==> src/verilog/mips_pkg.sv <==
package mips_pkg;

	// --------------------
	// Widths and sizes
	// --------------------
	localparam int DATA_W = 32;
	localparam int REG_ADDR_W = 5;
	localparam int DATA_MEM_DEPTH = 256;                    // Words
	localparam int DATA_MEM_AW = $clog2(DATA_MEM_DEPTH);

	localparam logic [DATA_W-1:0] RESET_PC = 32'h0040_0000;

	// --------------------
	// Instruction encodings
	// --------------------
	localparam logic [5:0] OP_RTYPE = 6'h00;
	localparam logic [5:0] OP_ADDI  = 6'h08;
	localparam logic [5:0] OP_LW    = 6'h23;
	localparam logic [5:0] OP_SW    = 6'h2b;
	localparam logic [5:0] OP_BEQ   = 6'h04;
	localparam logic [5:0] OP_J     = 6'h02;

	// Funct field of R-type
	localparam logic [5:0] FN_ADD = 6'h20;
	localparam logic [5:0] FN_SUB = 6'h22;
	localparam logic [5:0] FN_AND = 6'h24;
	localparam logic [5:0] FN_OR  = 6'h25;
	localparam logic [5:0] FN_SLT = 6'h2a;

	typedef enum logic [2:0] {
		ALU_ADD,
		ALU_SUB,
		ALU_AND,
		ALU_OR,
		ALU_SLT
	} alu_op_t;

	// --------------------
	// Stage payloads
	// --------------------
	typedef struct packed {
		alu_op_t               alu_op;
		logic                  alu_src;      // Immediate as operand B
		logic                  reg_write;
		logic                  mem_read;
		logic                  mem_write;
		logic                  mem_to_reg;
		logic [REG_ADDR_W-1:0] dest;
		logic [REG_ADDR_W-1:0] rs;
		logic [REG_ADDR_W-1:0] rt;
		logic [DATA_W-1:0]     rs_value;
		logic [DATA_W-1:0]     rt_value;
		logic [DATA_W-1:0]     imm;          // Already sign extended
	} ex_payload_t;

	typedef struct packed {
		logic                  reg_write;
		logic                  mem_read;
		logic                  mem_write;
		logic [REG_ADDR_W-1:0] dest;
		logic [DATA_W-1:0]     alu_result;
		logic [DATA_W-1:0]     store_data;
	} mem_payload_t;

	typedef struct packed {
		logic                  reg_write;
		logic [REG_ADDR_W-1:0] dest;
		logic [DATA_W-1:0]     value;
	} wb_payload_t;

endpackage

==> src/verilog/stage_reg.sv <==
`timescale 1ns/100ps

module stage_reg
	import mips_pkg::*;
#(
	parameter type payload_t = logic [DATA_W-1:0]
) (
	input  logic     clk,
	input  logic     reset,
	input  logic     flush,       // Turns this slot into a bubble
	input  payload_t d,
	output payload_t q
);

	// All enables live in the payload, so zero is a harmless bubble
	always_ff @(posedge clk) begin
		if (reset || flush) begin
			q <= '0;
		end else begin
			q <= d;
		end
	end

endmodule
==> config.mk <==
export PLATFORM = sky130hd
export DESIGN_NAME = stage_reg
export DESIGN_NICKNAME = d
export VERILOG_FILES = /design/src/verilog/mips_pkg.sv /design/src/verilog/stage_reg.sv
export SDC_FILE = /design/constraint.sdc
export NUM_CORES = 1
export LEC_CHECK = 0
export ABC_AREA = 1
export BUFFER_PORTS_ARGS = -buffer_cell sky130_fd_sc_hd__buf_2
export CAP_MARGIN = 30
export CORE_ASPECT_RATIO = 1.25
export CORE_MARGIN = 1.5
export CORE_UTILIZATION = 40
export DETAILED_ROUTE_END_ITERATION = 7
export PLACE_DENSITY = 0.72
export SLEW_MARGIN = 10
export SYNTH_ARGS = -nofsm -noshare
export SYNTH_HDL_FRONTEND = slang
export SYNTH_SLANG_ARGS = --single-unit
==> constraint.sdc <==
create_clock -name clk -period 1.27 [get_ports clk]
set_input_delay 0.254 -clock clk [delete_from_list [all_inputs] [get_ports clk]]
set_output_delay 0.254 -clock clk [all_outputs]
set_load 0.03 [all_outputs]
==> results.yml <==
outcome:
  status: "completed"
power:
  clockPowerShare_pct: 27.2
  total_power_mw: 1.83
  p_int_mw: 1.35
  switching_power_uw: 483
  share_seq_of_total_power_pct: 57.4
  leakage_nw: 0.869
  combPwrFrac_pct: 15.4
  switching_share_pct: 26.3
  peakVddDrop_mv: 0.814
  power-per-cell-area_nw_per_um2: 1230
cells_and_area:
  largest_reg_flops: 32
  top_regs: "q x32"
  instances_no_fill: 208
  final_layout_size_suffix_gt1_share_pct: 61.7
  final_core_util_pct: 60.2
  diodes: 0
  multi_input_area_sq_um: 256
  largest_register: "q"
  nets: 210
  syn2layout_area_growth_pct: 39.6
  n_fill_cell: 246
  final_area_sq_um: 1490
  seqCellArea_sq_um: 641
logic_synthesis:
  ys_seq_elements: 32
  synth.yosys.seq_area_share_pct: 60.0
  synth.distinct_cells: 9
  synth_area_sq_um: 1070
  yosysWarnings: 0
  synth_cells: 102
  syn_avg_cell_area_sq_um: 10.5
  syn_nets: 137
global_route:
  grt_overflow: 0
  grt_pass1_wl_microns: 2810
  antenna_found_initial: 0
  grtUsageMet3_pct: 7.39
  grt_max_degree: 17
  grt_use_met1_pct: 14.0
  grt_most_used_layer: "met2"
  gr-usage-met2_pct: 21.4
  grt_pass1_vias: 703
  gr-usage-all-layers_pct: 13.8
sta:
  finalHoldViolCount: 0
  relSlewSlack_pct: 80.8
  drv_slew: 0
  worstMarginPinSlew_ps: 288
  rsz0062_at_grt: "no"
  period_minus_slack_ps: 1090
  setup_viol_count_final: 0
  totalNegativeSetupSlack_ps: 0
  period_share_pct: 86.0
  fmax_mhz: 915
floorplan:
  core_area_sq_um: 2480
  die_w_microns: 49.2
  die_area_sq_um: 2990
  start_util_pct: 43.1
  placementRows: 20
  ios: 67
  fp.dieH_microns: 60.8
drt:
  vias: 812
  drt-initial-drc-count: 3
  drc_errors: 0
  drt_wl_total_microns: 1870
  viasPerCell: 3.90
  antenna_left: 0
  dr.pass1.iters: 4
  routedWlPerCell_microns: 8.97
clock_network:
  cts_max_level: 2
  cts.sink_count: 32
  clkTransAtPathRegs_ps: 90
  cts_setup_buffers: 0
  holdBufCountCts: 0
  cts_root_buf: "clkbuf_4"
  postCtsResizedCells: 0
  tritoncts: "built"
  cts_made_buffers: 5
  clockBufferDepth: 2
worst_setup_path:
  crit_fanout: 1
  required_ps: 1020
  criticalPathCategory: "reg -> out"
  arrival_ps: 840
  cp-end-kind: "output port"
  critPathLaunch: "q[5]"
  cpPeakStageDelay_ps: 330
  start_kind: "flip-flop"
  cp_cell_sequence: "buf_2"
  cp_top_family: "flip-flops"
  critPathBufInv: 1
  crit_end: "q[5]"
  critPathSlowestCell: "dfxtp_1"
  cp.depth: 1
placed_design:
  port_buffers: 66
  place_inst: 201
  place.gp.congestion: 0.642
  dpl_cell_area_sq_um: 1440
  dp_hpwl_microns: 1480
flow_run:
  drv_cap: 0
worst_hold_path:
  hold_class: "in -> reg"
## stage by stage
step / hold WS, ps / worst slack [ps]
floorplan: 366 / 557
global placement: 474 / 305
detailed placement: 482 / 291
CTS: 132 / 154
global route: 118 / 113
finish: 148 / 178
## power groups by stage
stage,sequential [mW],combinational [mW],clock (mW)
global placement,1.07,0.281,0
CTS,1.05,0.287,0.527
finish,1.05,0.283,0.499
floorplan,1.16,0.100,0
detailed placement,1.08,0.286,0
global route,1.06,0.304,0.582
## synth_stat cells (all sizes together)
cell | count | area share [%]
dfxtp | 32 | 60
inv | 34 | 12
nor2 | 32 | 23
nand2 | 1 | 1.1
buf | 3 | 4.0
## placed cells by master, fill, tap and decap left out
master / instances
nor2_2: 20
buf_12: 2
clkbuf_1: 1
clkbuf_4: 5
nor2_4: 10
nand2_4: 1
dfxtp_1: 32
buf_4: 1
buf_2: 66
inv_1: 32
nor2_1: 2
inv_2: 2
clkinv_2: 1
## worst min path at each step
stage / from / endpoint / cells past startpoint
CTS: d[31] / q[31] / 3
floorplan: d[29] / q[29] / 2
global placement: d[16] / q[16] / 3
finish: d[31] / q[31] / 3
global route: d[19] / q[19] / 3
detailed placement: d[19] / q[19] / 3
## logic make-up after synthesis
group / count (synthesis) / share of synthesized area [%]
DFF: 32 / 60.0
and+or+nand+nor: 33 / 24.0
buffers and inverters: 37 / 15.9
## layer usage
| metal | routed length [microns] | vias to the layer above |
|---|---|---|
| met3 | 164 | 6 |
| li1 | - | 414 |
| met1 | 682 | 354 |
| met5 | 0 | - |
| met2 | 961 | 38 |
| met4 | 58 | 0 |
## cell type report
type / instances / share of cell area, %
inverters: 34 / 8.56
repair buffers: 69 / 25.4
clock inverters: 1 / 0.336
multi-input cells: 33 / 17.2
well taps: 33 / 2.77
clock buffers: 6 / 2.77
flip-flops and latches: 32 / 43.0
(Power assumes the default switching activity.)
