`src/verilog/mips_pkg.sv`:
```
package mips_pkg;

	// --------------------
	// Widths and sizes
	// --------------------
	localparam int DATA_W = 32;
	localparam int REG_ADDR_W = 5;
	localparam int DATA_MEM_DEPTH = 256;                    // Words
	localparam int DATA_MEM_AW = $clog2(DATA_MEM_DEPTH);

	localparam logic [DATA_W-1:0] RESET_PC = 32'h0040_0000;

	// --------------------
	// Instruction encodings
	// --------------------
	localparam logic [5:0] OP_RTYPE = 6'h00;
	localparam logic [5:0] OP_ADDI  = 6'h08;
	localparam logic [5:0] OP_LW    = 6'h23;
	localparam logic [5:0] OP_SW    = 6'h2b;
	localparam logic [5:0] OP_BEQ   = 6'h04;
	localparam logic [5:0] OP_J     = 6'h02;

	// Funct field of R-type
	localparam logic [5:0] FN_ADD = 6'h20;
	localparam logic [5:0] FN_SUB = 6'h22;
	localparam logic [5:0] FN_AND = 6'h24;
	localparam logic [5:0] FN_OR  = 6'h25;
	localparam logic [5:0] FN_SLT = 6'h2a;

	typedef enum logic [2:0] {
		ALU_ADD,
		ALU_SUB,
		ALU_AND,
		ALU_OR,
		ALU_SLT
	} alu_op_t;

	// --------------------
	// Stage payloads
	// --------------------
	typedef struct packed {
		alu_op_t               alu_op;
		logic                  alu_src;      // Immediate as operand B
		logic                  reg_write;
		logic                  mem_read;
		logic                  mem_write;
		logic                  mem_to_reg;
		logic [REG_ADDR_W-1:0] dest;
		logic [REG_ADDR_W-1:0] rs;
		logic [REG_ADDR_W-1:0] rt;
		logic [DATA_W-1:0]     rs_value;
		logic [DATA_W-1:0]     rt_value;
		logic [DATA_W-1:0]     imm;          // Already sign extended
	} ex_payload_t;

	typedef struct packed {
		logic                  reg_write;
		logic                  mem_read;
		logic                  mem_write;
		logic [REG_ADDR_W-1:0] dest;
		logic [DATA_W-1:0]     alu_result;
		logic [DATA_W-1:0]     store_data;
	} mem_payload_t;

	typedef struct packed {
		logic                  reg_write;
		logic [REG_ADDR_W-1:0] dest;
		logic [DATA_W-1:0]     value;
	} wb_payload_t;

endpackage

```
`src/verilog/bypass_if.sv`:
```
`timescale 1ns/100ps

interface bypass_if
	import mips_pkg::*;
();

	// Result sitting in the memory stage, loads excluded
	logic                  mem_write_en;
	logic [REG_ADDR_W-1:0] mem_dest;
	logic [DATA_W-1:0]     mem_value;

	// Result being written back this cycle
	logic                  wb_write_en;
	logic [REG_ADDR_W-1:0] wb_dest;
	logic [DATA_W-1:0]     wb_value;

	modport source (
		output mem_write_en, mem_dest, mem_value,
		output wb_write_en, wb_dest, wb_value
	);

	modport sink (
		input mem_write_en, mem_dest, mem_value,
		input wb_write_en, wb_dest, wb_value
	);

endinterface

```
`src/verilog/mips_execute.sv`:
```
`timescale 1ns/100ps

module mips_execute
	import mips_pkg::*;
(
	input  ex_payload_t   ex_in,
	bypass_if.sink        bypass,
	output mem_payload_t  mem_out
);

	logic [DATA_W-1:0] src_a;
	logic [DATA_W-1:0] rt_fwd;
	logic [DATA_W-1:0] src_b;
	logic [DATA_W-1:0] alu_result;

	// --------------------
	// Forwarding
	// --------------------
	// Memory stage is younger, so it wins over writeback
	function automatic logic [DATA_W-1:0] forward(
		input logic [REG_ADDR_W-1:0] idx,
		input logic [DATA_W-1:0]     reg_value
	);
		if (idx == '0) begin
			return reg_value;
		end
		if (bypass.mem_write_en && bypass.mem_dest == idx) begin
			return bypass.mem_value;
		end
		if (bypass.wb_write_en && bypass.wb_dest == idx) begin
			return bypass.wb_value;
		end
		return reg_value;
	endfunction

	assign src_a  = forward(ex_in.rs, ex_in.rs_value);
	assign rt_fwd = forward(ex_in.rt, ex_in.rt_value);
	assign src_b  = ex_in.alu_src ? ex_in.imm : rt_fwd;

	// --------------------
	// ALU
	// --------------------
	always_comb begin
		case (ex_in.alu_op)
			ALU_ADD: alu_result = src_a + src_b;
			ALU_SUB: alu_result = src_a - src_b;
			ALU_AND: alu_result = src_a & src_b;
			ALU_OR: alu_result = src_a | src_b;
			ALU_SLT: alu_result = {{(DATA_W-1){1'b0}}, $signed(src_a) < $signed(src_b)};
			default: alu_result = '0;
		endcase
	end

	always_comb begin
		mem_out.reg_write  = ex_in.reg_write;
		mem_out.mem_read   = ex_in.mem_to_reg;   // Load data replaces ALU result
		mem_out.mem_write  = ex_in.mem_write;
		mem_out.dest       = ex_in.dest;
		mem_out.alu_result = alu_result;         // Also the load/store address
		mem_out.store_data = rt_fwd;
	end

endmodule

```
`src/flat_wrapper.sv`:
```
// flat-port wrapper written by rule: the top's interface ports become plain ports
module mips_execute_flat import mips_pkg::*;
  (ex_in, mem_out, bypass_mem_write_en, bypass_mem_dest, bypass_mem_value, bypass_wb_write_en, bypass_wb_dest, bypass_wb_value);
  bypass_if bypass_i ();
  input  ex_payload_t ex_in;
  output mem_payload_t mem_out;
  input wire logic [$bits(bypass_i.mem_write_en)-1:0] bypass_mem_write_en;
  input wire logic [$bits(bypass_i.mem_dest)-1:0] bypass_mem_dest;
  input wire logic [$bits(bypass_i.mem_value)-1:0] bypass_mem_value;
  input wire logic [$bits(bypass_i.wb_write_en)-1:0] bypass_wb_write_en;
  input wire logic [$bits(bypass_i.wb_dest)-1:0] bypass_wb_dest;
  input wire logic [$bits(bypass_i.wb_value)-1:0] bypass_wb_value;
  assign bypass_i.mem_write_en = bypass_mem_write_en;
  assign bypass_i.mem_dest = bypass_mem_dest;
  assign bypass_i.mem_value = bypass_mem_value;
  assign bypass_i.wb_write_en = bypass_wb_write_en;
  assign bypass_i.wb_dest = bypass_wb_dest;
  assign bypass_i.wb_value = bypass_wb_value;
  mips_execute u_core (.ex_in(ex_in), .bypass(bypass_i), .mem_out(mem_out));
endmodule
```
`config.mk`:
```
export PLATFORM = sky130hd
export DESIGN_NAME = mips_execute_flat
export DESIGN_NICKNAME = d
export VERILOG_FILES = /design/src/verilog/mips_pkg.sv /design/src/verilog/bypass_if.sv /design/src/verilog/mips_execute.sv /design/src/flat_wrapper.sv
export SDC_FILE = /design/constraint.sdc
export NUM_CORES = 1
export LEC_CHECK = 0
export BUFFER_PORTS_ARGS = -buffer_cell sky130_fd_sc_hd__buf_2
export CORE_ASPECT_RATIO = 0.9
export CORE_MARGIN = 3
export CORE_UTILIZATION = 45
export DETAILED_ROUTE_END_ITERATION = 8
export PLACE_DENSITY = 0.76
export RECOVER_POWER = 25
export SYNTH_ARGS = -nofsm -noshare
export SYNTH_HDL_FRONTEND = slang
export SYNTH_SLANG_ARGS = --single-unit
export TNS_END_PERCENT = 100
```
`constraint.sdc`:
```
create_clock -name vclk -period 5.2
set_clock_uncertainty 0.05 [all_clocks]
set_input_delay 0 -clock vclk [all_inputs]
set_output_delay 0 -clock vclk [all_outputs]
set_load 0.05 [all_outputs]
```
==> results_dict.tcl <==
set metrics [dict create \
    synth_top_area_share_pct 20.2 \
    fmax_ghz 0.203 \
    worstPathArrival_ps 4870 \
    synth_top_area_cell "ha_1" \
    syn-instance-count 1058 \
    syn2layout_area_growth_pct 23.2 \
    stdcell_area_mm2 0.00841 \
    end_kind "primary output" \
    wl_per_cell_um 19.4 \
    numPortBuffers 250 \
    drv_slew 0 \
    finalSetupTns_ps 0 \
    synth.distinct_cells 74 \
    syn_area_mm2 0.00683 \
    start_kind "primary input" \
    die-area_mm2 0.0167 \
    min-delay-start "ex_in[59]" \
    grt_first_pass_wirelength_um 42400 \
    setup_viol 0 \
    final_util_pct 57.0 \
    switching_share_pct 64.8 \
    ant_nets 0 \
    die_w_um 136 \
    dpl.hpwl_um 23100 \
    maxSlewHeadroom_pct 44.3 \
    yosys.cell_count.top_type "inv_1" \
    finalHoldViolCount 0 \
    fin_ws_ps 280 \
    overflow 0 \
    p_comb_share_pct 100.0 \
    pwr_density_cell_mw_per_mm2 155 \
    total_power_mw 1.31 \
    cap_violations 0 \
    hp-class "in2out" \
    required_ps 5150 \
    viasPerCell 6.02 \
    rsz0062_at_grt "false" \
    min_period_over_period_pct 94.6 \
    routabilityCongestion 0.981 \
    fp.dieH_um 123 \
    syn_avg_cell_area_um2 6.45 \
    grt_pass1_vias 7994 \
    drc_errors 0 \
    nFlopsAndLatches 0 \
    yosys_warnings 0 \
    path_max_fanout 19 \
    power_switching_mw 0.846 \
    whs_endpoint "mem_out[27]" \
    internal-power_mw 0.460 \
    critPathKind "in2out" \
    peakVddDrop_mv 0.0791 \
    hold_depth 4 \
    worstMarginPinSlew_ps 814 \
    synthTopCellsByArea "ha_1 (20%), o22a_1 (12%), inv_1 (7.3%)" \
    pre_cts_slack_ps 356 \
    place_inst 1456 \
    finalCriticalPeriod_ps 4920 \
    regArea_um2 0 \
    fin_cells 1469 \
    seq_area_frac_synth_pct 0 \
    synth_nets 1365 \
    layout-drive-gt1-share_pct 23.1 \
    clock_power_share_pct 0 \
    status "finished clean" \
    nNetsFinal 1575 \
    ios 267 \
    core_area_mm2 0.0148 \
    placed_area_mm2 0.00833 \
    rows 42 \
    num-clock-buffers 0 \
    drt_wl_total_um 28500 \
    drt_first_pass_iters 6 \
    synth_top_cells_by_count "inv_1 (133), ha_1 (110), nor2_1 (98)" \
    pwr-share-seq_pct 0 \
    track_usage_pct 31.5 \
    leakage_nw 4.14 \
    start_util_pct 46.2 \
    hold_slack_ps 425 \
    num_vias 8841 \
    filler_cell_count 1533 \
    antenna_found_initial 3 \
    drtIter0Drc 923 \
    grt_max_degree 71 \
]
==> final cells by class <==
type                            count  area (µm²)  area share, %
Inverter                          133         499           5.94
Tap cell                          198         248           2.95
Multi-Input combinational cell    843        5990           71.2
Timing Repair Buffer              290        1660           19.8
Antenna cell                        5        12.5          0.149
==> logic make-up (layout without fill, tap and decap cells) <==
logic type	Yosys count	count (layout)	synth area share [%]
AOI/OAI and AO/OA	413	413	41.9
xor gates and xnor gates	42	42	5.39
adders and majority gates	112	112	20.8
buffers and inverters	215	423	12.4
muxes	12	12	1.96
other	0	5	0
and+or+nand+nor	264	264	17.5
==> worst max-delay path by stage <==
stage | startpoint | endpoint
finish | ex_in[99] | mem_out[61]
global route | bypass_wb_dest[3] | mem_out[60]
CTS | bypass_mem_dest[3] | mem_out[60]
detailed placement | ex_in[99] | mem_out[60]
global placement | ex_in[99] | mem_out[60]
floorplan | bypass_mem_dest[3] | mem_out[56]
==> power by group through the flow <==
stage / combinational (mW) / clock (mW) / sequential [mW]
2_1_floorplan: 0.900 / 0 / 0
3_3_place_gp: 1.25 / 0 / 0
3_5_place_dp: 1.26 / 0 / 0
4_1_cts: 1.28 / 0 / 0
5_1_grt: 1.41 / 0.0000000773 / 0
6_report: 1.31 / 0.000000129 / 0
==> cells in the final DEF (no fill, tap or decap), types with 7 or more instances in the layout <==
master / instances
buf_4: 31
nor3_1: 9
o211ai_1: 11
xnor2_1: 21
dlygate4sd3_1: 8
nor2b_1: 7
nor4_1: 7
a31oi_1: 10
a21o_1: 11
nand2_1: 81
o22ai_1: 35
xor2_1: 21
nand4_1: 8
a211oi_1: 20
buf_2: 234
a21oi_1: 81
o21bai_1: 8
mux2i_1: 10
nor2_1: 96
nand2b_1: 8
buf_12: 7
clkbuf_1: 10
o22a_1: 95
ha_1: 110
inv_1: 133
or4_1: 7
nand3_1: 16
o21ai_0: 74
o21ai_1: 9
==> routing by layer <==
metal  vias up  part of all wire (%)  GRT usage [%]
met3        38                    10           4.10
met2       524                    44           50.1
met5         -                     0              0
met4         0                   2.0           7.24
met1      4077                    43           45.2
li1       4202                     -              -
==> worst max-delay path, cell delays in order <==
cell and delay (ps):
buf_2 130, xor2_1 150, nor4_1 280, nand3_1 160
buf_4 240, a21oi_2 190, buf_4 270, o22ai_1 170
o21ai_0 420, ha_1 330, or4_1 490, a21oi_1 150
nand3_1 100, a31o_2 270, a31oi_2 240, a21oi_1 150
or3_1 430, a311o_1 290, o221ai_1 90, buf_2 310
==> repair_timing <==
action,CTS,global route
endpoints found under the setup margin,0,7
buffers inserted,0,0
hold buffers,8,0
endpoints found under the hold margin,8,0
resized for setup,0,8
Note: power is estimated with default switching activity, not from simulation.
